$ cat config.mk
export PLATFORM = sky130hd
export DESIGN_NAME = m_axis_source_mux
export DESIGN_NICKNAME = d
export VERILOG_FILES = /design/src/common/side_ch_pkg.sv /design/src/logic/m_axis_source_mux.sv
export VERILOG_INCLUDE_DIRS = /design/src /design/src/common
export SDC_FILE = /design/constraint.sdc
export NUM_CORES = 1
export LEC_CHECK = 0
export ABC_AREA = 0
export BUFFER_PORTS_ARGS = -buffer_cell sky130_fd_sc_hd__buf_2
export CAP_MARGIN = 40
export CORE_AREA = 2 2 81 83
export CTS_BUF_LIST = sky130_fd_sc_hd__clkbuf_8 sky130_fd_sc_hd__clkbuf_16
export DETAILED_ROUTE_END_ITERATION = 8
export DIE_AREA = 0 0 83 85
export GPL_TIMING_DRIVEN = 0
export SLEW_MARGIN = 5
export SYNTH_ARGS = -nofsm -noshare
export SYNTH_HDL_FRONTEND = slang
export SYNTH_SLANG_ARGS = --single-unit
$ cat constraint.sdc
create_clock -name clk -period 2.9 [get_ports clk]
set_input_delay 0.29 -clock clk [delete_from_list [all_inputs] [get_ports clk]]
set_output_delay 0.29 -clock clk [all_outputs]
set_load 0.05 [all_outputs]
$ cat src/common/side_ch_defines.svh
// widths, depths and DMA limits of the IQ side channel, included by every RTL file that sizes ports
`ifndef SIDE_CH_DEFINES_SVH
`define SIDE_CH_DEFINES_SVH

// one I or Q component
`define SIDE_CH_IQ_WIDTH 16

// gain status, top bit is the AGC lock flag
`define SIDE_CH_GPIO_WIDTH 8

`define SIDE_CH_RSSI_WIDTH 11 // signed, half dB
`define SIDE_CH_TSF_WIDTH 64

`define SIDE_CH_DMA_WIDTH 64
`define SIDE_CH_DMA_COUNT_WIDTH 14

`define SIDE_CH_MAX_DMA_SYMBOL 8192
// one UDP datagram holds at most 65507 bytes
`define SIDE_CH_MAX_DMA_SYMBOL_UDP \
	((`SIDE_CH_MAX_DMA_SYMBOL > 8188) ? 8188 : `SIDE_CH_MAX_DMA_SYMBOL)

`define SIDE_CH_IQ_BUF_ADDR_WIDTH 12 // 4096 words of pre-trigger history

// writing this register arms auto start
`define SIDE_CH_NUM_DMA_REG_ADDR 2

`endif

$ cat src/common/side_ch_pkg.sv
// word types and enums shared by the IQ side channel, referenced as side_ch_pkg::name
`include "side_ch_defines.svh"

package side_ch_pkg;

	typedef logic [2*`SIDE_CH_IQ_WIDTH-1:0] iq_sample_t; // {q, i} pair
	typedef logic [`SIDE_CH_DMA_WIDTH-1:0] dma_word_t;
	typedef logic [`SIDE_CH_DMA_COUNT_WIDTH-1:0] dma_count_t;

	typedef enum logic [1:0] {
		src_rx = 2'd0,
		src_ofdm_tx = 2'd1,
		src_tx_intf = 2'd2
	} iq_src_e;

	// numbering kept from the register map, gaps are unused codes
	typedef enum logic [4:0] {
		trig_fcs = 5'd0,
		trig_fcs_ok = 5'd1,
		trig_fcs_bad = 5'd2,
		trig_hdr_ok = 5'd4,
		trig_hdr_bad = 5'd5,
		trig_long_preamble = 5'd8,
		trig_short_preamble = 5'd9,
		trig_rssi_rise = 5'd10,
		trig_rssi_fall = 5'd11,
		trig_agc_unlock = 5'd12,
		trig_agc_lock = 5'd13,
		trig_gain_rise = 5'd14,
		trig_gain_fall = 5'd15,
		trig_tx_done = 5'd17,
		trig_tx_bb_rise = 5'd18,
		trig_tx_bb_fall = 5'd19,
		trig_tx_rf_rise = 5'd20,
		trig_tx_rf_fall = 5'd21
	} trigger_sel_e;

	typedef enum logic [1:0] {
		cap_wait,
		cap_prepare,
		cap_header,
		cap_info
	} iq_cap_state_e;

	typedef enum logic [1:0] {
		m_axis_loopback = 2'd0,
		m_axis_auto = 2'd1,
		m_axis_ext = 2'd2,
		m_axis_idle = 2'd3
	} m_axis_mode_e;

	typedef enum logic [1:0] {
		pack_status = 2'd0,
		pack_dual_iq = 2'd1
	} pack_mode_e;

endpackage

$ cat src/logic/m_axis_source_mux.sv
// picks the m_axis data source and start pulse: s_axis loopback, capture stream or idle
`timescale 1ns/1ps
`include "side_ch_defines.svh"

module m_axis_source_mux (
	input  logic clk,
	input  logic rstn,
	input  side_ch_pkg::m_axis_mode_e mode,
	input  logic slv_reg_wren,
	input  logic [4:0] axi_awaddr_core,
	input  logic ext_trigger,
	input  side_ch_pkg::dma_word_t side_info,
	input  logic side_info_valid,
	input  side_ch_pkg::dma_word_t data_to_pl,
	input  logic emptyn_to_pl,
	input  logic s_axis_tlast,
	output logic pl_ask_data,
	output logic m_axis_start_1trans,
	output side_ch_pkg::dma_word_t data_to_ps,
	output logic data_to_ps_valid
);

	logic reg_wr;
	logic reg_wr_q;
	logic wr_edge_d1;
	logic auto_start; // second stage of the write edge

	assign reg_wr = slv_reg_wren && (axi_awaddr_core == `SIDE_CH_NUM_DMA_REG_ADDR);

	always_ff @(posedge clk) begin
		if (!rstn) begin
			reg_wr_q <= 1'b0;
			wr_edge_d1 <= 1'b0;
			auto_start <= 1'b0;
		end else begin
			reg_wr_q <= reg_wr;
			wr_edge_d1 <= reg_wr && !reg_wr_q;
			auto_start <= wr_edge_d1;
		end
	end

	always_comb begin
		pl_ask_data = 1'b0;
		m_axis_start_1trans = 1'b0;
		data_to_ps = '0;
		data_to_ps_valid = 1'b0;
		case (mode)
			side_ch_pkg::m_axis_loopback: begin
				pl_ask_data = 1'b1;
				m_axis_start_1trans = s_axis_tlast;
				data_to_ps = data_to_pl;
				data_to_ps_valid = emptyn_to_pl;
			end
			side_ch_pkg::m_axis_auto: begin
				m_axis_start_1trans = auto_start;
				data_to_ps = side_info;
				data_to_ps_valid = side_info_valid;
			end
			side_ch_pkg::m_axis_ext: begin
				m_axis_start_1trans = ext_trigger;
				data_to_ps = side_info;
				data_to_ps_valid = side_info_valid;
			end
			default: begin
			end
		endcase
	end

	a_idle_quiet: assert property (@(posedge clk) disable iff (!rstn)
		mode == side_ch_pkg::m_axis_idle |-> !data_to_ps_valid && !m_axis_start_1trans);

endmodule

======== Word-level counts from Yosys, hierarchy flattened ========
Cells that the tools add are included.
word-level totals
  register bits ........................... 3
  word-level logic and storage cells ...... 15
operators by class
  equal/unequal tests ..................... 3
  muxes and demuxes ....................... 4
  reduce and logical (&&, ||, !) cells .... 5
operator list
  operator                                       count
  case mux 64 bit (2 select lines)               1
  == test 5 x 2 -> 1 bit, second input constant  1
  case mux 1 bit (3 select lines)                1
  == test 2 x 1 -> 1 bit, second input constant  1
  == test 2 bit, second input constant           1
  logical AND 1 bit                              2
  zero test 2 bit                                1
  case mux 1 bit (2 select lines)                1
  OR reduction 2 bit                             1
  zero test 1 bit                                1
  two-way mux 1 bit                              1

======== Longest topological paths before layout ========
Gate-level depths: netlist of run 1.
  depth after elaboration ................. 3
  mapped depth ............................ 6

======== Worst setup path before layout of run 1 ========
Ideal clock, no wire load.
  path type ............................... input-to-output
  from .................................... in mode[0]
  to ...................................... out data_to_ps[16]
  stages on the path ...................... 6
  slack ................................... 0.616 ns
  data required time ...................... 2.610 ns
  data arrival time ....................... 1.994 ns
  path through ............................ inv_1 -> ha_1 -> buf_4 -> buf_8 -> a22oi_2 -> nor2_1
between the ends
  word-level cells in the longest chain between the ends .. 3
  elaborated cells between the ends (all ways) .. 5
  classes of those cells .................. 2 x eq/ne; 1 x mux; 2 x reduce/logical
ends and longest elaborated chain
  what                                                            line                     source
  start, declared                                                 m_axis_source_mux.sv:8   input side_ch_pkg::m_axis_mode_e mode,
  == test 2 bit / == test 2 x 1 -> 1 bit (equally long branches)  m_axis_source_mux.sv:47  case (mode)
  OR reduction 2 bit (no line)                                    -
  case mux 64 bit (2 select lines) *                              m_axis_source_mux.sv:47
  end, declared                                                   m_axis_source_mux.sv:19  output side_ch_pkg::dma_word_t data_to_ps,
Every way passes the cells marked *; elsewhere a longest branch is shown, timed or not.

======== Worst setup path after layout of run 1 ========
  from .................................... in mode[0]
  to ...................................... out data_to_ps[27]
Same word-level chain as after synthesis.

==> metrics.md, run 1 <==
| Metric | Value |
|---|---|
| Initial antenna violation count | `0` |
| Worst r2r src | `reg_wr_q` |
| Multi-input logic area | `1044 µm²` |
| Final slew viol count | `0` |
| Maxcap violations | `0` |
| Worst Clk Skew | `a little over 0.5 ps` |
| Number of global-route vias before repair | `around 2100` |
| Net Sw Power | `between 0.5 and 0.6 mW` |
| Post-route minimum period | `~1900 ps` |
| Synthesized flop and latch total | `3` |
| Tot GR Track Use | `between 10% and 20%` |
| Yosys cell types | `18` |
| RR Endpoint | `wr_edge_d1` |
| Antenna cells | `0` |
| Area of the die | `7055 µm²` |
| Post-CTS Resized | `0` |
| Final net count | `between 500 and 600` |
| Cells along the critical path | `buf_2 > inv_1 > ha_1 > buf_4 > buf_6 > a22oi_2 > nor2_1 > buf_2` |
| Clock buffer depth | `2` |
| Post CTS Setup Buffer Count | `0` |
| Most frequent cells in the layout | `buf_2, nor2_1, a22oi_2, a22oi_1, buf_6` |
| Min-Delay Path Depth | `2` |
| Crit start category | `input port` |
| Most common cell after layout, fill and taps aside | `buf_2` |
| Layout cells sized above 1 | `a little under three quarters` |
| Die X | `~83 µm` |
| Final Setup Violations | `0` |
| DR iter-0 viols | `45` |
| Fin crit share | `between 60% and 70%` |
| Reg area | `60.06 µm²` |
| Compound-Gate Fraction of Synth Area | `54.12%` |
| Global-route wire length before repair | `~9300 µm` |
| Critical path class | `in -> out` |
| Syn_nets | `314` |
| Drt first pass iters | `4` |
| Sequential power share | `4.7%` |
| Hold Path Sink | `auto_start` |
| Buf/Inv on CP | `5` |
| Mux share of post-synthesis cell area | `0%` |
| Worst vdd ir | `0.2203 mV` |
| Worst skew pair latency | `220 ps` |
| Int Power | `between 0.3 and 0.4 mW` |
| Status | `finished, final reports clean` |
| Total power | `about 0.88 mW` |
| I/O pins | `approximately 210` |
| Number of fillers in the final layout | `approximately 660` |
| Syn_area_per_cell | `~7.7 µm²` |
| Layout Utilization | `between 30% and 40%` |
| Pwr dens | `~360 nW/µm²` |
| Worst EP arrival | `~1600 ps` |
| Setup TNS Final | `0 ps` |
| Cell mode on critical path | `buf_2` |
| Largest net degree at the start of global routing | `11` |
| Final wirelength | `between 5000 and 6000 µm` |
| Grt total ovfl | `0` |
| Final WS setup | `~1000 ps` |
| Final Hold Viols | `0` |
| P_leak | `between 1 and 1.5 nW` |
| Vias/cell | `around 4.5` |
| HPWL after DPL | `4850 µm` |
| CP top delay family | `buffers and inverters` |
| Pre-CTS setup slack | `roughly 990 ps` |
| Sw frac | `between 50% and 60%` |
| H-Tree Depth | `1` |
| Simple-gate share of the synthesized area | `a little under a quarter` |
| Post-synthesis sequential area ratio | `between 4 and 5%` |
| CTS tree | `built` |
| Hold buffer count at cts | `0` |
| CTS Buf Count | `3` |
| Part of the power in combinational logic | `between 80 and 90%` |
| Min Hold Slack | `~300 ps` |
| CP max stage delay | `290 ps` |
| Die height | `between 80 and 90 µm` |
| Register-to-Register Path Depth | `1` |
| Clk sinks | `3` |
| XOR/XNOR Fraction of Synth Area | `0%` |
| FP Rows | `29` |
| Antenna Nets Post-Route | `0` |
| GPL Wtd Cong | `around 0.85` |
| Count of input and output buffers | `around 210` |
| HP Start | `rstn` |
| RSZ-0062 raised after global routing | `false` |
| Routed wire length per instance | `approximately 12 µm` |
| CORE AREA | `between 6000 and 7000 µm²` |
| HP Class | `in -> reg` |
| R2R Setup Slk | `about 2300 ps` |
| Slew headroom | `slightly above 70%` |
| Largest family of logic cells by synthesized area | `compound AO/OA/AOI/OAI gates` |
| Max frequency | `approximately 530 MHz` |
| Synth Cell Area | `1290 µm²` |
| Clk root buf | `clkbuf_8` |
| Crit Path Max Fanout | `10` |
| Area Overhead vs Synth | `91.66%` |
| Worst-path clk slew | `around 30 ps` |
| Post-synthesis adder-cell area fraction | `3.880%` |
| DRC | `0` |
| CP required | `~2600 ps` |
| Worst setup EP type | `primary output` |
| Synth Warn # | `0` |
| Clock Power Share | `between 10 and 15%` |
| Worst slew pin tran | `~410 ps` |
| Initial Util | `20.79%` |
| Vias | `around 2100` |
| Slowest stage cell, crit path | `ha_1` |
| Synth Instances | `approximately 170` |
-- flip-flops by register name (all words and copies together) (netlist names) --
| name | count |
|---|---|
| auto_start | 1 |
| wr_edge_d1 | 1 |
| reg_wr_q | 1 |
-- cell families (layout without fill, tap and decap cells) --
kind of cell | count (synthesis) | count (layout)
flops | 3 | 3
buf+inv | 23 | 235
fa+ha+maj | 4 | 4
compound gates | 66 | 66
simple gates | 72 | 72
-- per-layer routing --
layer | wire (µm) | part of all wire (%) | vias up | GRT usage, %
met4 | 11 | 0.19 | 0 | 2.981
met5 | 0 | 0 | - | 0
met2 | 2956 | 52 | 111 | 28.89
met1 | 2273 | 40 | 909 | 17.93
met3 | 422 | 7.5 | 2 | 1.946
li1 | - | - | 1045 | -
-- worst max-delay path by stage --
stage / start / to / slack (ps) / cells after the start
after detailed placement: mode[0] / data_to_ps[26] / 990 / 8
final: mode[0] / data_to_ps[27] / 1020 / 8
after CTS: mode[0] / data_to_ps[26] / 980 / 8
after global placement: mode[0] / data_to_ps[38] / 1010 / 8
after floorplan: mode[0] / data_to_ps[16] / 620 / 6
after global routing: mode[1] / data_to_ps[31] / 870 / 8
-- synthesized netlist by cell type, drive strengths merged --
cell | count | area, µm²
nand2 | 1 | 3.750
or3b | 1 | 8.760
or2 | 1 | 6.260
a22oi | 65 | 688.2
nor4 | 1 | 12.51
clkbuf | 2 | 7.510
a222oi | 1 | 10.01
inv | 2 | 7.510
buf | 19 | 171.4
nor2 | 66 | 247.7
dfxtp | 3 | 60.06
and2 | 1 | 6.260
ha | 4 | 50.05
nor3 | 1 | 10.01
-- final cells by class --
cell class	instances	area share (%)
clock inverter	1	0.1518
tap	77	3.897
sequential	3	2.429
buffer	21	7.237
timing repair buffer	208	42.11
inverter	2	0.3036
clock buffer	3	1.670
multi-input combinational	142	42.21
-- metrics by stage --
step           instances  area [µm²]
2_1_floorplan        168        1290
3_3_place_gp         453        2427
3_5_place_dp         453        2427
4_1_cts              457        2472
5_1_grt              457        2472
6_report             457        2472
-- power groups by stage --
stage	Combinational (mW)	Sequential (mW)	Clock, mW
after floorplan	0.513	0.0424	0
after global placement	0.720	0.0424	0
after detailed placement	0.725	0.0424	0
after CTS	0.727	0.0419	0.123
after global routing	0.770	0.0418	0.125
final	0.721	0.0419	0.119
Power figures use the tool's default switching activity.
==> run 2, diff against run 1 <==
==> constraint.sdc (replaced) <==
create_clock -name clk -period 1.8 [get_ports clk]
set_input_delay 0.18 -clock clk [delete_from_list [all_inputs] [get_ports clk]]
set_output_delay 0.18 -clock clk [all_outputs]
set_load 0.05 [all_outputs]
==> run 2 against run 1 <==
  * Non-clock buffer count unchanged
  * Cell count stayed put
  * Critical path depth did not move
  * Wire length grew 1.1%
  * Clock-buffer cell count did not move
  * Sequential power is 61% higher
  * Highest routed layer unchanged
==> metrics.md, run 2 (synthesized netlist as in run 1, its figures left out) <==
| Metric | Value |
|---|---|
| Area Overhead vs Synth | `99.81%` |
| HP Class | `in -> reg` |
| RSZ-0062 raised after global routing | `false` |
| Clock Power Share | `12.9% (-0.6 points)` |
| Routed wire length per instance | `12.53 µm (+1.1%)` |
| Worst slew pin tran | `439.8 ps (+24.85 ps)` |
| Area of the die | `7055 µm² (unchanged)` |
| Drt first pass iters | `4 (unchanged)` |
| Maxcap violations | `0 (unchanged)` |
| Initial Util | `20.79% (unchanged)` |
| Detail Route met2 WL | `3046 µm (+3.0%)` |
| Largest net degree at the start of global routing | `11 (unchanged)` |
| Layout cells sized above 1 | `82.89% (+11 points)` |
| Vias | `2085 (+0.87%)` |
| Grt total ovfl | `0 (unchanged)` |
| Slew headroom | `70.68% (-1.7 points)` |
| Final Setup Violations | `0 (unchanged)` |
| Final instance area | `2577 µm² (+4.3%)` |
| FP Rows | `29 (unchanged)` |
| Worst EP arrival | `1520 ps (-70 ps)` |
| DRC | `0 (unchanged)` |
| Total power | `1.455 mW (+65%)` |
| Pre-CTS setup slack | `65.96 ps (-922.8 ps)` |
| Final WS setup | `99.78 ps (-921.8 ps)` |
| Layout Utilization | `41.54% (+1.7 points)` |
| Status | `finished, final reports clean` |
| Most frequent cells in the layout | `buf_2, nor2_2, a22oi_2, a22oi_1, nor2_1` |
| Largest regs | `auto_start: 1 flops, reg_wr_q: 1 flops, wr_edge_d1: 1 flops` |
| H-Tree Depth | `1 (unchanged)` |
| Sw frac | `58.61% (+0.17 points)` |
| Part of the power in combinational logic | `82.5% (+0.7 points)` |
| Die X | `83 µm (unchanged)` |
| Crit start category | `input port` |
| Net Sw Power | `0.8530 mW (+66%)` |
| Clock buffer depth | `2 (unchanged)` |
| Antenna cells | `0 (unchanged)` |
| Post-Layout Cell Count | `457 (unchanged)` |
| Worst-path clk slew | `30 ps (about the same)` |
| Final wirelength | `5724 µm (+1.1%)` |
| Sequential power share | `4.6% (about the same)` |
| CP required | `1620 ps (-990 ps)` |
| Global-route wire length before repair | `9177 µm (-0.81%)` |
| Count of input and output buffers | `208 (unchanged)` |
| Max frequency | `approximately 590 MHz` |
| Most common cell after layout, fill and taps aside | `buf_2` |
| Number of fillers in the final layout | `651 (-1.7%)` |
| Worst skew pair latency | `210 ps (about the same)` |
| Highest routed metal layer | `met4` |
| Worst vdd ir | `0.5539 mV (+150%)` |
| Final net count | `527 (unchanged)` |
| Placed cells | `453 (unchanged)` |
| Antenna Nets Post-Route | `0 (unchanged)` |
| CTS tree | `built` |
| Int Power | `0.6023 mW (+64%)` |
| CORE AREA | `6205 µm² (unchanged)` |
| Met1 Wirelength | `2236 µm (-1.6%)` |
| Post-CTS Resized | `0 (unchanged)` |
| GPL Wtd Cong | `0.7522 (-11%)` |
| Critical path class | `in -> out` |
| Die height | `85 µm (unchanged)` |
| Final slew viol count | `0 (unchanged)` |
| Clk root buf | `clkbuf_8` |
| Min Hold Slack | `194.8 ps (-103.6 ps)` |
| Vias/cell | `4.562 (+0.87%)` |
| Initial antenna violation count | `0 (unchanged)` |
| HPWL after DPL | `4846 µm (about the same)` |
| Pwr dens | `564.6 nW/µm² (+58%)` |
| Tot GR Track Use | `15.03% (-0.038 points)` |
| Clk sinks | `3 (unchanged)` |
| I/O pins | `209 (unchanged)` |
| Post CTS Setup Buffer Count | `0 (unchanged)` |
| Final Hold Viols | `0 (unchanged)` |
| DR iter-0 viols | `37 (-18%)` |
| Worst Clk Skew | `0.6195 ps (+0.1070 ps)` |
| WL met3 | `432 µm (+2.4%)` |
| Post-route minimum period | `around 1700 ps` |
| Hold buffer count at cts | `0 (unchanged)` |
| Post-placement cell area | `2532 µm² (+4.3%)` |
| Number of global-route vias before repair | `1983 (-4.1%)` |
| Fin crit share | `94.46%` |
| P_leak | `1.392 nW (-0.37%)` |
| Setup TNS Final | `0 ps (unchanged)` |
| Worst setup EP type | `primary output` |
| CTS Buf Count | `3 (unchanged)` |
| Crit Path Max Fanout | `10 (unchanged)` |
-- run 2: changes by cell type in the layout (fill, tap and decap cells not counted) --
cell    before  now
nor2_1      66   25
nor2_2       0   41
ha_1         4    3
ha_2         0    1
-- run 2: path summary, 6_finish.rpt --
check	start	to	slack (ps)	depth (start not counted)
worst min register to register	reg_wr_q	wr_edge_d1	420	1
worst max register to register	reg_wr_q	wr_edge_d1	1170	1
worst max-delay path	mode[1]	data_to_ps[42]	100	8
worst min-delay path	rstn	auto_start	190	2
-- run 2: power groups by stage --
stage | Clock (mW) | Combinational [mW] | Sequential (mW)
finish | 0.188 | 1.20 | 0.0674
global route | 0.202 | 1.28 | 0.0674
CTS | 0.191 | 1.21 | 0.0674
detailed placement | 0 | 1.21 | 0.0683
global placement | 0 | 1.20 | 0.0683
floorplan | 0 | 0.865 | 0.0683
-- run 2: final cells by class --
type                            count  area, µm²  share of cell area (%)
Tap cell                           77      96.34                   3.738
Multi-Input combinational cell    142       1149                   44.56
Buffer                             21      178.9                   6.942
Inverter                            2      7.507                  0.2913
Timing Repair Buffer              208       1041                   40.39
Clock inverter                      1      3.754                  0.1456
Clock buffer                        3      41.29                   1.602
Sequential cell                     3      60.06                   2.330
-- run 2: routing by layer --
layer	track usage, %	up-vias
met2	29.77	108
li1	-	1045
met4	1.788	0
met3	2.140	2
met1	17.48	930
met5	0	-
-- run 2: worst max-delay path, stage by stage --
cell	delay (ps)
buf_2	100
inv_1	60
ha_2	320
buf_4	200
buf_6	180
a22oi_2	90
nor2_2	100
buf_2	270
