File: src/common/side_ch_defines.svh
// widths, depths and DMA limits of the IQ side channel, included by every RTL file that sizes ports
`ifndef SIDE_CH_DEFINES_SVH
`define SIDE_CH_DEFINES_SVH

// one I or Q component
`define SIDE_CH_IQ_WIDTH 16

// gain status, top bit is the AGC lock flag
`define SIDE_CH_GPIO_WIDTH 8

`define SIDE_CH_RSSI_WIDTH 11 // signed, half dB
`define SIDE_CH_TSF_WIDTH 64

`define SIDE_CH_DMA_WIDTH 64
`define SIDE_CH_DMA_COUNT_WIDTH 14

`define SIDE_CH_MAX_DMA_SYMBOL 8192
// one UDP datagram holds at most 65507 bytes
`define SIDE_CH_MAX_DMA_SYMBOL_UDP \
	((`SIDE_CH_MAX_DMA_SYMBOL > 8188) ? 8188 : `SIDE_CH_MAX_DMA_SYMBOL)

`define SIDE_CH_IQ_BUF_ADDR_WIDTH 12 // 4096 words of pre-trigger history

// writing this register arms auto start
`define SIDE_CH_NUM_DMA_REG_ADDR 2

`endif

File: src/common/side_ch_pkg.sv
// word types and enums shared by the IQ side channel, referenced as side_ch_pkg::name
`include "side_ch_defines.svh"

package side_ch_pkg;

	typedef logic [2*`SIDE_CH_IQ_WIDTH-1:0] iq_sample_t; // {q, i} pair
	typedef logic [`SIDE_CH_DMA_WIDTH-1:0] dma_word_t;
	typedef logic [`SIDE_CH_DMA_COUNT_WIDTH-1:0] dma_count_t;

	typedef enum logic [1:0] {
		src_rx = 2'd0,
		src_ofdm_tx = 2'd1,
		src_tx_intf = 2'd2
	} iq_src_e;

	// numbering kept from the register map, gaps are unused codes
	typedef enum logic [4:0] {
		trig_fcs = 5'd0,
		trig_fcs_ok = 5'd1,
		trig_fcs_bad = 5'd2,
		trig_hdr_ok = 5'd4,
		trig_hdr_bad = 5'd5,
		trig_long_preamble = 5'd8,
		trig_short_preamble = 5'd9,
		trig_rssi_rise = 5'd10,
		trig_rssi_fall = 5'd11,
		trig_agc_unlock = 5'd12,
		trig_agc_lock = 5'd13,
		trig_gain_rise = 5'd14,
		trig_gain_fall = 5'd15,
		trig_tx_done = 5'd17,
		trig_tx_bb_rise = 5'd18,
		trig_tx_bb_fall = 5'd19,
		trig_tx_rf_rise = 5'd20,
		trig_tx_rf_fall = 5'd21
	} trigger_sel_e;

	typedef enum logic [1:0] {
		cap_wait,
		cap_prepare,
		cap_header,
		cap_info
	} iq_cap_state_e;

	typedef enum logic [1:0] {
		m_axis_loopback = 2'd0,
		m_axis_auto = 2'd1,
		m_axis_ext = 2'd2,
		m_axis_idle = 2'd3
	} m_axis_mode_e;

	typedef enum logic [1:0] {
		pack_status = 2'd0,
		pack_dual_iq = 2'd1
	} pack_mode_e;

endpackage

File: src/common/rx_event_if.sv
// receive and transmit event strobes from the PHY, driven at the top and read by the trigger logic
`timescale 1ns/1ps

interface rx_event_if;

	logic fcs_in_strobe;
	logic fcs_ok; // valid with fcs_in_strobe
	logic pkt_header_valid_strobe;
	logic pkt_header_valid;
	logic long_preamble_detected;
	logic short_preamble_detected;
	logic phy_tx_done;

	modport source (
		output fcs_in_strobe,
		output fcs_ok,
		output pkt_header_valid_strobe,
		output pkt_header_valid,
		output long_preamble_detected,
		output short_preamble_detected,
		output phy_tx_done
	);

	modport sink (
		input fcs_in_strobe,
		input fcs_ok,
		input pkt_header_valid_strobe,
		input pkt_header_valid,
		input long_preamble_detected,
		input short_preamble_detected,
		input phy_tx_done
	);

endinterface

File: src/logic/iq_trigger_gen.sv
// turns PHY events and level edges into the one-cycle capture trigger picked by trigger_sel
`timescale 1ns/1ps
`include "side_ch_defines.svh"

module iq_trigger_gen (
	input  logic clk,
	input  logic rstn,
	input  logic capture_en,
	rx_event_if.sink evt,
	input  side_ch_pkg::trigger_sel_e trigger_sel,
	input  logic free_run,
	input  logic signed [`SIDE_CH_RSSI_WIDTH-1:0] rssi_half_db,
	input  logic signed [`SIDE_CH_RSSI_WIDTH-1:0] rssi_th,
	input  logic [`SIDE_CH_GPIO_WIDTH-1:0] gpio_status,
	input  logic [`SIDE_CH_GPIO_WIDTH-2:0] gain_th,
	input  logic tx_bb_is_ongoing,
	input  logic tx_rf_is_ongoing,
	output logic iq_trigger
);

	localparam int LOCK_BIT = `SIDE_CH_GPIO_WIDTH-1;

	logic signed [`SIDE_CH_RSSI_WIDTH-1:0] rssi_q;
	logic [`SIDE_CH_GPIO_WIDTH-1:0] gpio_q;
	logic tx_bb_q;
	logic tx_rf_q;
	logic rssi_rise;
	logic rssi_fall;
	logic agc_unlock;
	logic agc_lock;
	logic gain_rise;
	logic gain_fall;
	logic tx_bb_rise;
	logic tx_bb_fall;
	logic tx_rf_rise;
	logic tx_rf_fall;
	logic trigger_hit;

	// previous sample and edge flags, one cycle behind the inputs
	always_ff @(posedge clk) begin
		if (!rstn) begin
			rssi_q <= '0;
			gpio_q <= '0;
			tx_bb_q <= 1'b0;
			tx_rf_q <= 1'b0;
			rssi_rise <= 1'b0;
			rssi_fall <= 1'b0;
			agc_unlock <= 1'b0;
			agc_lock <= 1'b0;
			gain_rise <= 1'b0;
			gain_fall <= 1'b0;
			tx_bb_rise <= 1'b0;
			tx_bb_fall <= 1'b0;
			tx_rf_rise <= 1'b0;
			tx_rf_fall <= 1'b0;
		end else begin
			rssi_q <= rssi_half_db;
			gpio_q <= gpio_status;
			tx_bb_q <= tx_bb_is_ongoing;
			tx_rf_q <= tx_rf_is_ongoing;
			rssi_rise <= (rssi_q < rssi_th) && (rssi_half_db >= rssi_th);
			rssi_fall <= (rssi_q >= rssi_th) && (rssi_half_db < rssi_th);
			agc_unlock <= gpio_q[LOCK_BIT] && !gpio_status[LOCK_BIT];
			agc_lock <= !gpio_q[LOCK_BIT] && gpio_status[LOCK_BIT];
			gain_rise <= (gpio_q[LOCK_BIT-1:0] < gain_th) && (gpio_status[LOCK_BIT-1:0] >= gain_th);
			gain_fall <= (gpio_q[LOCK_BIT-1:0] >= gain_th) && (gpio_status[LOCK_BIT-1:0] < gain_th);
			tx_bb_rise <= tx_bb_is_ongoing && !tx_bb_q;
			tx_bb_fall <= !tx_bb_is_ongoing && tx_bb_q;
			tx_rf_rise <= tx_rf_is_ongoing && !tx_rf_q;
			tx_rf_fall <= !tx_rf_is_ongoing && tx_rf_q;
		end
	end

	always_comb begin
		case (trigger_sel)
			side_ch_pkg::trig_fcs: trigger_hit = evt.fcs_in_strobe || free_run;
			side_ch_pkg::trig_fcs_ok: trigger_hit = evt.fcs_in_strobe && evt.fcs_ok;
			side_ch_pkg::trig_fcs_bad: trigger_hit = evt.fcs_in_strobe && !evt.fcs_ok;
			side_ch_pkg::trig_hdr_ok: trigger_hit = evt.pkt_header_valid_strobe && evt.pkt_header_valid;
			side_ch_pkg::trig_hdr_bad: trigger_hit = evt.pkt_header_valid_strobe && !evt.pkt_header_valid;
			side_ch_pkg::trig_long_preamble: trigger_hit = evt.long_preamble_detected;
			side_ch_pkg::trig_short_preamble: trigger_hit = evt.short_preamble_detected;
			side_ch_pkg::trig_rssi_rise: trigger_hit = rssi_rise;
			side_ch_pkg::trig_rssi_fall: trigger_hit = rssi_fall;
			side_ch_pkg::trig_agc_unlock: trigger_hit = agc_unlock;
			side_ch_pkg::trig_agc_lock: trigger_hit = agc_lock;
			side_ch_pkg::trig_gain_rise: trigger_hit = gain_rise;
			side_ch_pkg::trig_gain_fall: trigger_hit = gain_fall;
			side_ch_pkg::trig_tx_done: trigger_hit = evt.phy_tx_done;
			side_ch_pkg::trig_tx_bb_rise: trigger_hit = tx_bb_rise;
			side_ch_pkg::trig_tx_bb_fall: trigger_hit = tx_bb_fall;
			side_ch_pkg::trig_tx_rf_rise: trigger_hit = tx_rf_rise;
			side_ch_pkg::trig_tx_rf_fall: trigger_hit = tx_rf_fall;
			default: trigger_hit = evt.fcs_in_strobe; // unused codes fall back to fcs
		endcase
	end

	always_ff @(posedge clk) begin
		if (!rstn) begin
			iq_trigger <= 1'b0;
		end else begin
			iq_trigger <= capture_en && trigger_hit;
		end
	end

	// no trigger may reach the capture FSM once capture is off
	a_trigger_needs_capture: assert property (@(posedge clk) disable iff (!rstn)
		!$past(capture_en) |-> !iq_trigger);

endmodule

File: src/flat_wrapper.sv
// flat-port wrapper written by rule: the top's interface ports become plain ports
module iq_trigger_gen_flat 
  (clk, rstn, capture_en, trigger_sel, free_run, rssi_half_db, rssi_th, gpio_status, gain_th, tx_bb_is_ongoing, tx_rf_is_ongoing, iq_trigger, evt_fcs_in_strobe, evt_fcs_ok, evt_pkt_header_valid_strobe, evt_pkt_header_valid, evt_long_preamble_detected, evt_short_preamble_detected, evt_phy_tx_done);
  rx_event_if evt_i ();
  input  logic clk;
  input  logic rstn;
  input  logic capture_en;
  input  side_ch_pkg::trigger_sel_e trigger_sel;
  input  logic free_run;
  input  logic signed [`SIDE_CH_RSSI_WIDTH-1:0] rssi_half_db;
  input  logic signed [`SIDE_CH_RSSI_WIDTH-1:0] rssi_th;
  input  logic [`SIDE_CH_GPIO_WIDTH-1:0] gpio_status;
  input  logic [`SIDE_CH_GPIO_WIDTH-2:0] gain_th;
  input  logic tx_bb_is_ongoing;
  input  logic tx_rf_is_ongoing;
  output logic iq_trigger;
  input wire logic [$bits(evt_i.fcs_in_strobe)-1:0] evt_fcs_in_strobe;
  input wire logic [$bits(evt_i.fcs_ok)-1:0] evt_fcs_ok;
  input wire logic [$bits(evt_i.pkt_header_valid_strobe)-1:0] evt_pkt_header_valid_strobe;
  input wire logic [$bits(evt_i.pkt_header_valid)-1:0] evt_pkt_header_valid;
  input wire logic [$bits(evt_i.long_preamble_detected)-1:0] evt_long_preamble_detected;
  input wire logic [$bits(evt_i.short_preamble_detected)-1:0] evt_short_preamble_detected;
  input wire logic [$bits(evt_i.phy_tx_done)-1:0] evt_phy_tx_done;
  assign evt_i.fcs_in_strobe = evt_fcs_in_strobe;
  assign evt_i.fcs_ok = evt_fcs_ok;
  assign evt_i.pkt_header_valid_strobe = evt_pkt_header_valid_strobe;
  assign evt_i.pkt_header_valid = evt_pkt_header_valid;
  assign evt_i.long_preamble_detected = evt_long_preamble_detected;
  assign evt_i.short_preamble_detected = evt_short_preamble_detected;
  assign evt_i.phy_tx_done = evt_phy_tx_done;
  iq_trigger_gen u_core (.clk(clk), .rstn(rstn), .capture_en(capture_en), .evt(evt_i), .trigger_sel(trigger_sel), .free_run(free_run), .rssi_half_db(rssi_half_db), .rssi_th(rssi_th), .gpio_status(gpio_status), .gain_th(gain_th), .tx_bb_is_ongoing(tx_bb_is_ongoing), .tx_rf_is_ongoing(tx_rf_is_ongoing), .iq_trigger(iq_trigger));
endmodule
File: config.mk
export PLATFORM = sky130hd
export DESIGN_NAME = iq_trigger_gen_flat
export DESIGN_NICKNAME = d
export VERILOG_FILES = /design/src/common/side_ch_pkg.sv /design/src/common/rx_event_if.sv /design/src/logic/iq_trigger_gen.sv /design/src/flat_wrapper.sv
export VERILOG_INCLUDE_DIRS = /design/src /design/src/common
export SDC_FILE = /design/constraint.sdc
export NUM_CORES = 1
export LEC_CHECK = 0
export CAP_MARGIN = 20
export CORE_ASPECT_RATIO = 0.8
export CORE_MARGIN = 5
export CORE_UTILIZATION = 65
export DETAILED_ROUTE_END_ITERATION = 10
export DONT_BUFFER_PORTS = 1
export PLACE_DENSITY = 0.79
export SETUP_SLACK_MARGIN = 0.05
export SYNTH_ARGS = -nofsm -noshare
export SYNTH_HDL_FRONTEND = slang
export SYNTH_SLANG_ARGS = --single-unit
File: constraint.sdc
create_clock -name clk -period 2.35 [get_ports clk]
set_input_delay 0 -clock clk [delete_from_list [all_inputs] [get_ports clk]]
set_output_delay 0 -clock clk [all_outputs]
set_load 0.005 [all_outputs]
* Yosys cells after proc, flatten, opt, wreduce, memory -nomap -nowiden
Cells that the tools add are included.
** Cells by class
- Order comparisons :: 8
- Eq/ne operators :: 17
- Muxes and demuxes :: 1
- Reduce and logical (&&, ||, !) cells :: 25
** Operators by type and width (number)
- 5-bit by 4-bit == test with 1-bit output (second input constant) :: 8
- 5-bit == test (second input constant) :: 5
- 11-bit >= comparator :: 2
- 11-bit less-than comparator :: 2
- 1-bit one-hot mux with 18 select lines :: 1
- 1-bit logical AND :: 15
- 7-bit >= comparator :: 2
- 7-bit less-than comparator :: 2
- 5-bit by 3-bit == test with 1-bit output (second input constant) :: 2
- 1-bit zero test :: 8
- 5-bit by 1-bit == test with 1-bit output (second input constant) :: 1
- 5-bit by 2-bit == test with 1-bit output (second input constant) :: 1
- 5-bit zero test :: 1
- 1-bit logical OR :: 1
** Storage, ports and cells
- Register bits after elaboration :: 32
- Bits of input ports :: 55
- Output and inout bits :: 1
- Word-level logic and storage cells :: 66

* Longest topological paths before layout
Gate-level depths: netlist (run 1).
- Depth in word-level cells :: 4
- Mapped depth :: 7

* Least setup slack after synthesis (run 1)
No wires, ideal clock.
- Kind :: flip-flop to flip-flop
- Start point :: reg u_core.rssi_q[9]
- End point :: reg u_core.rssi_fall
- Setup time :: 0.086 ns
- Arrival :: 1.498 ns
- Data required time :: 2.264 ns
- Setup slack :: 0.765 ns
- Cell stages (with the launch flop) :: 7
- Path buffers :: 0
- Path through :: dfxtp_1 -> ha_1 -> and3_1 -> nand3_1 -> o2111a_1 -> a211o_1 -> a221oi_2
** Between the ends
- Longest elaborated chain between the ends :: 2
** Ends and longest elaborated chain
- start, declared :: line iq_trigger_gen.sv:23 : logic signed [`SIDE_CH_RSSI_WIDTH-1:0] rssi_q;
- start signal, assigned :: line iq_trigger_gen.sv:57 : rssi_q <= rssi_half_db;
- 11-bit >= comparator :: line iq_trigger_gen.sv:62 : rssi_fall <= (rssi_q >= rssi_th) && (rssi_half_db < rssi_th);
- 1-bit logical AND :: line iq_trigger_gen.sv:62
- end signal, assigned :: line iq_trigger_gen.sv:62
- end, declared :: line iq_trigger_gen.sv:28 : logic rssi_fall;
Every way passes these cells.
A chain may end at the register's enable or synchronous reset.

==> impl_metrics.ini, run 1 <==
[synth]
muxShareOfSynthArea_pct = 1.95
yosys_warnings = 0
synth_top_family_by_area = adder cells
synthDistinctLibCells = 44
syn_avg_cell_area_um2 = 8.91
synth_xor_area_share_pct = 0.428
synth_top_area_share_pct = 31.3
synth-async-reset-ratio_pct = 0
synth-seq-cells = 32
ys_seq_area_share_pct = 31.3
yosys.area_share.simple_pct = 21.7
synth_edf_count = 0
yosys.area_share.adder_pct = 22.0
synth_area_leaders = dfxtp_1 (31%), ha_1 (22%), and2_1 (6.4%), inv_1 (4.4%), a21o_1 (2.9%)
syn_inst = 230
synth-main-ff-cell = dfxtp_1
yosysTopAreaCell = dfxtp_1
synth_compound_area_share_pct = 16.9
postSynthNetCount = 321
synth_area_um2 = 2050

[global_route]
grt_max_degree = 25
grt_pass1_vias = 1930
grt_use_total_pct = 23.7
antenna_found_initial = 0
overflow = 0
grt_first_pass_wirelength_mm = 8.09

[worst_setup_path]
crit_chain = dlymetal6s4s_1 -> o211ai_1 -> dlygate4sd3_1 -> a41oi_1 -> dlygate4sd3_1
crit_path_end_kind = register
crit_top_cell = dlygate4sd3_1
reg2reg_from = u_core.rssi_q[8]
cp-start-kind = primary input
worst-endpoint-required_ns = 2.56
slowest_delay_ns = 0.62
reg2reg_slack_ns = 0.62
reg2reg_depth = 6
crit_type = primary input to register
critPathArrivalTime_ns = 2.20
cp_slowest_cell = dlygate4sd3_1
critPathCapture = u_core.iq_trigger
crit_fanout = 24
r2r-end = u_core.rssi_fall
critPathLaunch = rstn

[die]
die_x_um = 72.8
die_area_um2 = 4380
ios = 56
row_count = 18
initial_core_util_pct = 66.9
core_um2 = 3060
die_y_um = 60.2

[pwr]
p_int_uw = 1020
p_sw_uw = 328
power_frac_seq_pct = 43.0
clkPwrFrac_pct = 37.9
finalPower_uw = 1350
switching_share_pct = 24.3
p_comb_share_pct = 19.2
power_leakage_uw = 0.00121
ir_drop_mv = 0.400
powerDensity_nw_per_um2 = 547

[sta]
fin_crit_ns = 1.99
finClkSkew_ns = 0.00255
rsz0062_at_grt = no
maxSlewHeadroom_pct = 53.1
final_max_slew_viol_count = 0
setup_violations = 0
fin_ws_ns = 0.363
worstMarginPinSlew_ns = 0.704
hold_violations = 0
max_freq_mhz = 503
final.setup.tns_ns = 0
period_share_pct = 84.6

[route]
drtIter0Drc = 78
via_per_inst = 5.86
dr.pass1.iters = 4
vias = 1763
ant_nets = 0
wl_mm = 4.79
drc_errors = 0
wl_per_cell_um = 15.9

[cts]
clock_latency_ns = 0.27
clock_sinks = 32
cts_inserted_buffers = 5
path_clk_slew_ns = 0.07
post_cts_buffers = 0
root_buffer = clkbuf_8
cts_buffer_depth = 2
htreeDepth = 2
cts_tree = done

[finish]
drive_above_1_share_pct = 4.60
final_cell_count_no_fill = 301
layout_commonest_cell = ha_1
synthToLayoutAreaGrowth_pct = 20.6
nFillCells = 207
fin_nets = 351
final_cell_mix = ha_1 (36), dfxtp_1 (32), dlygate4sd3_1 (28), inv_1 (24), and2_1 (21)
diodes = 0
final_cell_area_um2 = 2470

[placement]
place.gp.congestion = 0.886
dpl.cell_count = 264
dpl.hpwl_mm = 3.38
dpl-instance-area_um2 = 2070
post-place-ws_ns = 0.654
port-buffer-count = 0

[run_status]
status = finished, final reports clean

[worst_hold_path]
hold_class = primary input to register
worstHoldStart = gpio_status[6]

[run]
max_cap_violations = 0
-- final cells by class --
type	count	area [um^2]	area share (%)
clock inverter	2	35.0	1.42
tap	40	50.0	2.03
timing repair buffer	29	293	11.8
multi-input combinational	168	1290	52.2
sequential	32	641	25.9
clock buffer	6	72.6	2.94
inverter	24	90.1	3.65
-- metal layers --
metal / share of wire (%) / wire length, um / global-route usage [%]
met1: 42 / 2030 / 27.5
met2: 48 / 2290 / 41.0
met3: 7.7 / 370 / 7.56
met4: 2.1 / 99 / 8.95
met5: 0 / 0 / 0
-- kinds of logic (layout without fill, tap and decap cells) --
| logic type | after synthesis | count (layout) |
|---|---|---|
| multiplexers | 4 | 4 |
| adder cells (fa/ha/maj) | 36 | 36 |
| flip-flops | 32 | 32 |
| XOR/XNOR | 1 | 1 |
| AO/OA/AOI/OAI | 50 | 50 |
| AND/OR/NAND/NOR | 77 | 77 |
| buffers and inverters | 30 | 61 |
-- timing repair --
item | CTS | global route
hold endpoints to repair | 31 | 0
setup endpoints to repair | 0 | 1
hold buffers | 29 | 0
gates resized for setup | 0 | 1
-- sequential cells by signal (all words and copies together), names as in the netlist --
name               cells
u_core.agc_lock        1
u_core.agc_unlock      1
u_core.gain_fall       1
u_core.gain_rise       1
u_core.gpio_q          8
u_core.iq_trigger      1
u_core.rssi_fall       1
u_core.rssi_q         11
u_core.rssi_rise       1
u_core.tx_bb_fall      1
u_core.tx_bb_q         1
u_core.tx_bb_rise      1
u_core.tx_rf_fall      1
u_core.tx_rf_q         1
u_core.tx_rf_rise      1
-- power by group through the flow --
stage          sequential, uW  combinational (uW)  clock (uW)
2_1_floorplan             591                 178           0
3_3_place_gp              593                 193           0
3_5_place_dp              594                 207           0
4_1_cts                   581                 252         522
5_1_grt                   585                 291         564
6_report                  581                 259         512
-- synth_stat cells (2+ instances only) --
| cell | number |
|---|---|
| inv_1 | 24 |
| nand2_1 | 9 |
| nor2b_1 | 7 |
| and3_1 | 5 |
| nand4_1 | 6 |
| nand3b_1 | 3 |
| a21o_1 | 8 |
| dfxtp_1 | 32 |
| nand3_1 | 5 |
| clkbuf_1 | 2 |
| o21ai_1 | 5 |
| a21oi_1 | 9 |
| nor2_1 | 10 |
| nor3_1 | 2 |
| mux2i_1 | 4 |
| ha_1 | 36 |
| a41oi_1 | 2 |
| buf_2 | 3 |
| nand2b_1 | 5 |
| a31oi_1 | 2 |
| o21ai_0 | 7 |
| and2_1 | 21 |
| o211ai_1 | 2 |
-- worst max-delay path: cells and delay by family --
kind / cells / cell delay [ns]
AO/OA/AOI/OAI: 2 / 0.40
buffers and inverters: 3 / 1.80
-- per-stage QoR --
stage	util, %	hold slack, ns
after detailed placement	67.6	0.0749
after floorplan	-	0.0715
after CTS	80.6	0.0683
after global routing	80.7	0.0756
final	80.7	0.0785
after global placement	67.6	0.0740
-- worst min path at each step --
stage	to	slack [ns]	cells past startpoint
after global routing	u_core.gain_fall	0.08	4
after global placement	u_core.tx_rf_fall	0.07	1
after CTS	u_core.gain_fall	0.07	4
final	u_core.gain_fall	0.08	4
after floorplan	u_core.tx_bb_fall	0.07	1
after detailed placement	u_core.tx_bb_fall	0.07	1
Power figures use the tool's default switching activity.
==> run 2, diff against run 1 <==
Settings changed: CORE_UTILIZATION 65 to 63, PLACE_DENSITY 0.79 to 0.77.
Clock period 2.35 ns to 1.9 ns, I/O delays scaled along.
==> run 2 against run 1 <==
Largest cell class unchanged. Worst hold slack worse by 0.014 ns. Cell area is 0.20% lower. Sequential power up 24%. Via count grew 1.5%. Sequential cell count did not move.
==> impl_metrics.ini, run 2 (synthesis gave the netlist of run 1 again) <==
[run_status]
status = finished, final reports clean

[sta]
rsz0062_at_grt = no
final.setup.tns_ns = 0
max_freq_mhz = 576
maxSlewHeadroom_pct = 43.0
finClkSkew_ns = 0.00931
fin_crit_ns = 1.74
fin_ws_ns = 0.164
final_max_slew_viol_count = 0
worstMarginPinSlew_ns = 0.854
hold_violations = 0
period_share_pct = 91.4
setup_violations = 0

[global_route]
grt_use_total_pct = 23.9
antenna_found_initial = 0
grt_max_degree = 27
grt_pass1_vias = 1932
grt_first_pass_wirelength_mm = 8.10
overflow = 0

[worst_setup_path]
worst-path-buf-inv = 0
cp-start-kind = register
crit_fanout = 2
critPathArrivalTime_ns = 1.93
crit_type = register to register
crit_path_end_kind = register
slowest_delay_ns = 0.31
crit_chain = ha_1 -> and3_1 -> nand3_1 -> o2111a_1 -> a211o_1 -> a221oi_2
cp_top_family = compound AO/OA/AOI/OAI gates
cp_slowest_cell = dfxtp_1
worst-endpoint-required_ns = 2.09

[finish]
fin_nets = 352
synthToLayoutAreaGrowth_pct = 20.4
regMostFlops = u_core.rssi_q
postLayoutCoreUtil_pct = 79.3
layout_commonest_cell = ha_1
largest_reg_flops = 11
top_regs = u_core.rssi_q (11), u_core.gpio_q (8)
final_cell_mix = ha_1 (36), dfxtp_1 (32), dlygate4sd3_1 (29), inv_1 (24), and2_1 (21)
diodes = 0
drive_above_1_share_pct = 4.96

[cts]
path_clk_slew_ns = 0.08
cts_inserted_buffers = 5
htreeDepth = 2
clock_sinks = 32
cts_buffer_depth = 2
cts_tree = done
clock_latency_ns = 0.28
root_buffer = clkbuf_8

[route]
ant_nets = 0
wl_per_cell_um = 15.7
vias = 1789
via_per_inst = 5.92
wl_mm = 4.74
dr.pass1.iters = 5
drc_errors = 0
drtIter0Drc = 124

[die]
initial_core_util_pct = 65.9
row_count = 18
die_area_um2 = 4500
die_y_um = 61
die_x_um = 73.8
ios = 56
core_um2 = 3110

[pwr]
finalPower_uw = 1560
powerDensity_nw_per_um2 = 634
power_leakage_uw = 0.00119
ir_drop_mv = 0.599

[placement]
port-buffer-count = 0
place.gp.congestion = 0.897
dpl.hpwl_mm = 3.44
post-place-ws_ns = 0.191

[worst_hold_path]
hold_class = primary input to register

[run]
max_cap_violations = 0
-- run 2: changes by cell type in the layout (fill, tap and decap cells not counted) --
cell and delta:
dlygate4sd3_1 +1, clkinv_4 +1, clkbuf_1 -1, clkinv_2 -1, bufinv_16 -1, clkinvlp_4 +2
-- run 2: what timing repair did --
item                                    CTS  global route
setup buffers                             0             0
endpoints found under the hold margin    31             0
hold buffers                             30             0
endpoints found under the setup margin    0             1
resized for setup                         0             1
-- run 2: worst register-to-register path: stages, from the launching register on --
cell and delay, ns:
dfxtp_1 0.31, ha_1 0.29, and3_1 0.19, nand3_1 0.11
o2111a_1 0.26, a211o_1 0.25, a221oi_2 0.25
-- run 2: cell type report --
class / count / area [um^2]
clock buffers: 5 / 68.8
clock inverters: 3 / 23.8
fillers: 217 / 642
inverters: 24 / 90.1
well taps: 40 / 50.0
flip-flops and latches: 32 / 641
multi-input cells: 168 / 1290
repair buffers: 30 / 303
-- run 2: report_power, final --
group | switching (uW) | internal [uW]
logic | 148 | 171
clock network | 268 | 259
registers | 11.0 | 707
total | 427 | 1140
-- run 2: metal layers --
layer | vias to the layer above | global-route usage, % | part of all wire, %
met5 | - | 0 | 0
met2 | 73 | 42.6 | 47
met4 | 0 | 10.6 | 2.2
met1 | 827 | 27.0 | 43
met3 | 12 | 6.29 | 8.2
li1 | 877 | - | -
-- run 2: through the flow --
stage	hold WS, ns	std cells	area, um^2
global placement	0.0733	264	2070
global route	0.0694	302	2470
finish	0.0650	302	2470
detailed placement	0.0751	264	2070
floorplan	0.0715	230	2050
CTS	0.0482	302	2460
-- run 2: final timing paths --
check	start	slack, ns	endpoint	cells past startpoint
setup / recovery	u_core.rssi_q[8]	0.16	u_core.rssi_fall	6
hold / removal	trigger_sel[0]	0.06	u_core.iq_trigger	2
hold reg to reg	u_core.gpio_q[7]	0.41	u_core.agc_lock	1
setup reg to reg	u_core.rssi_q[8]	0.16	u_core.rssi_fall	6
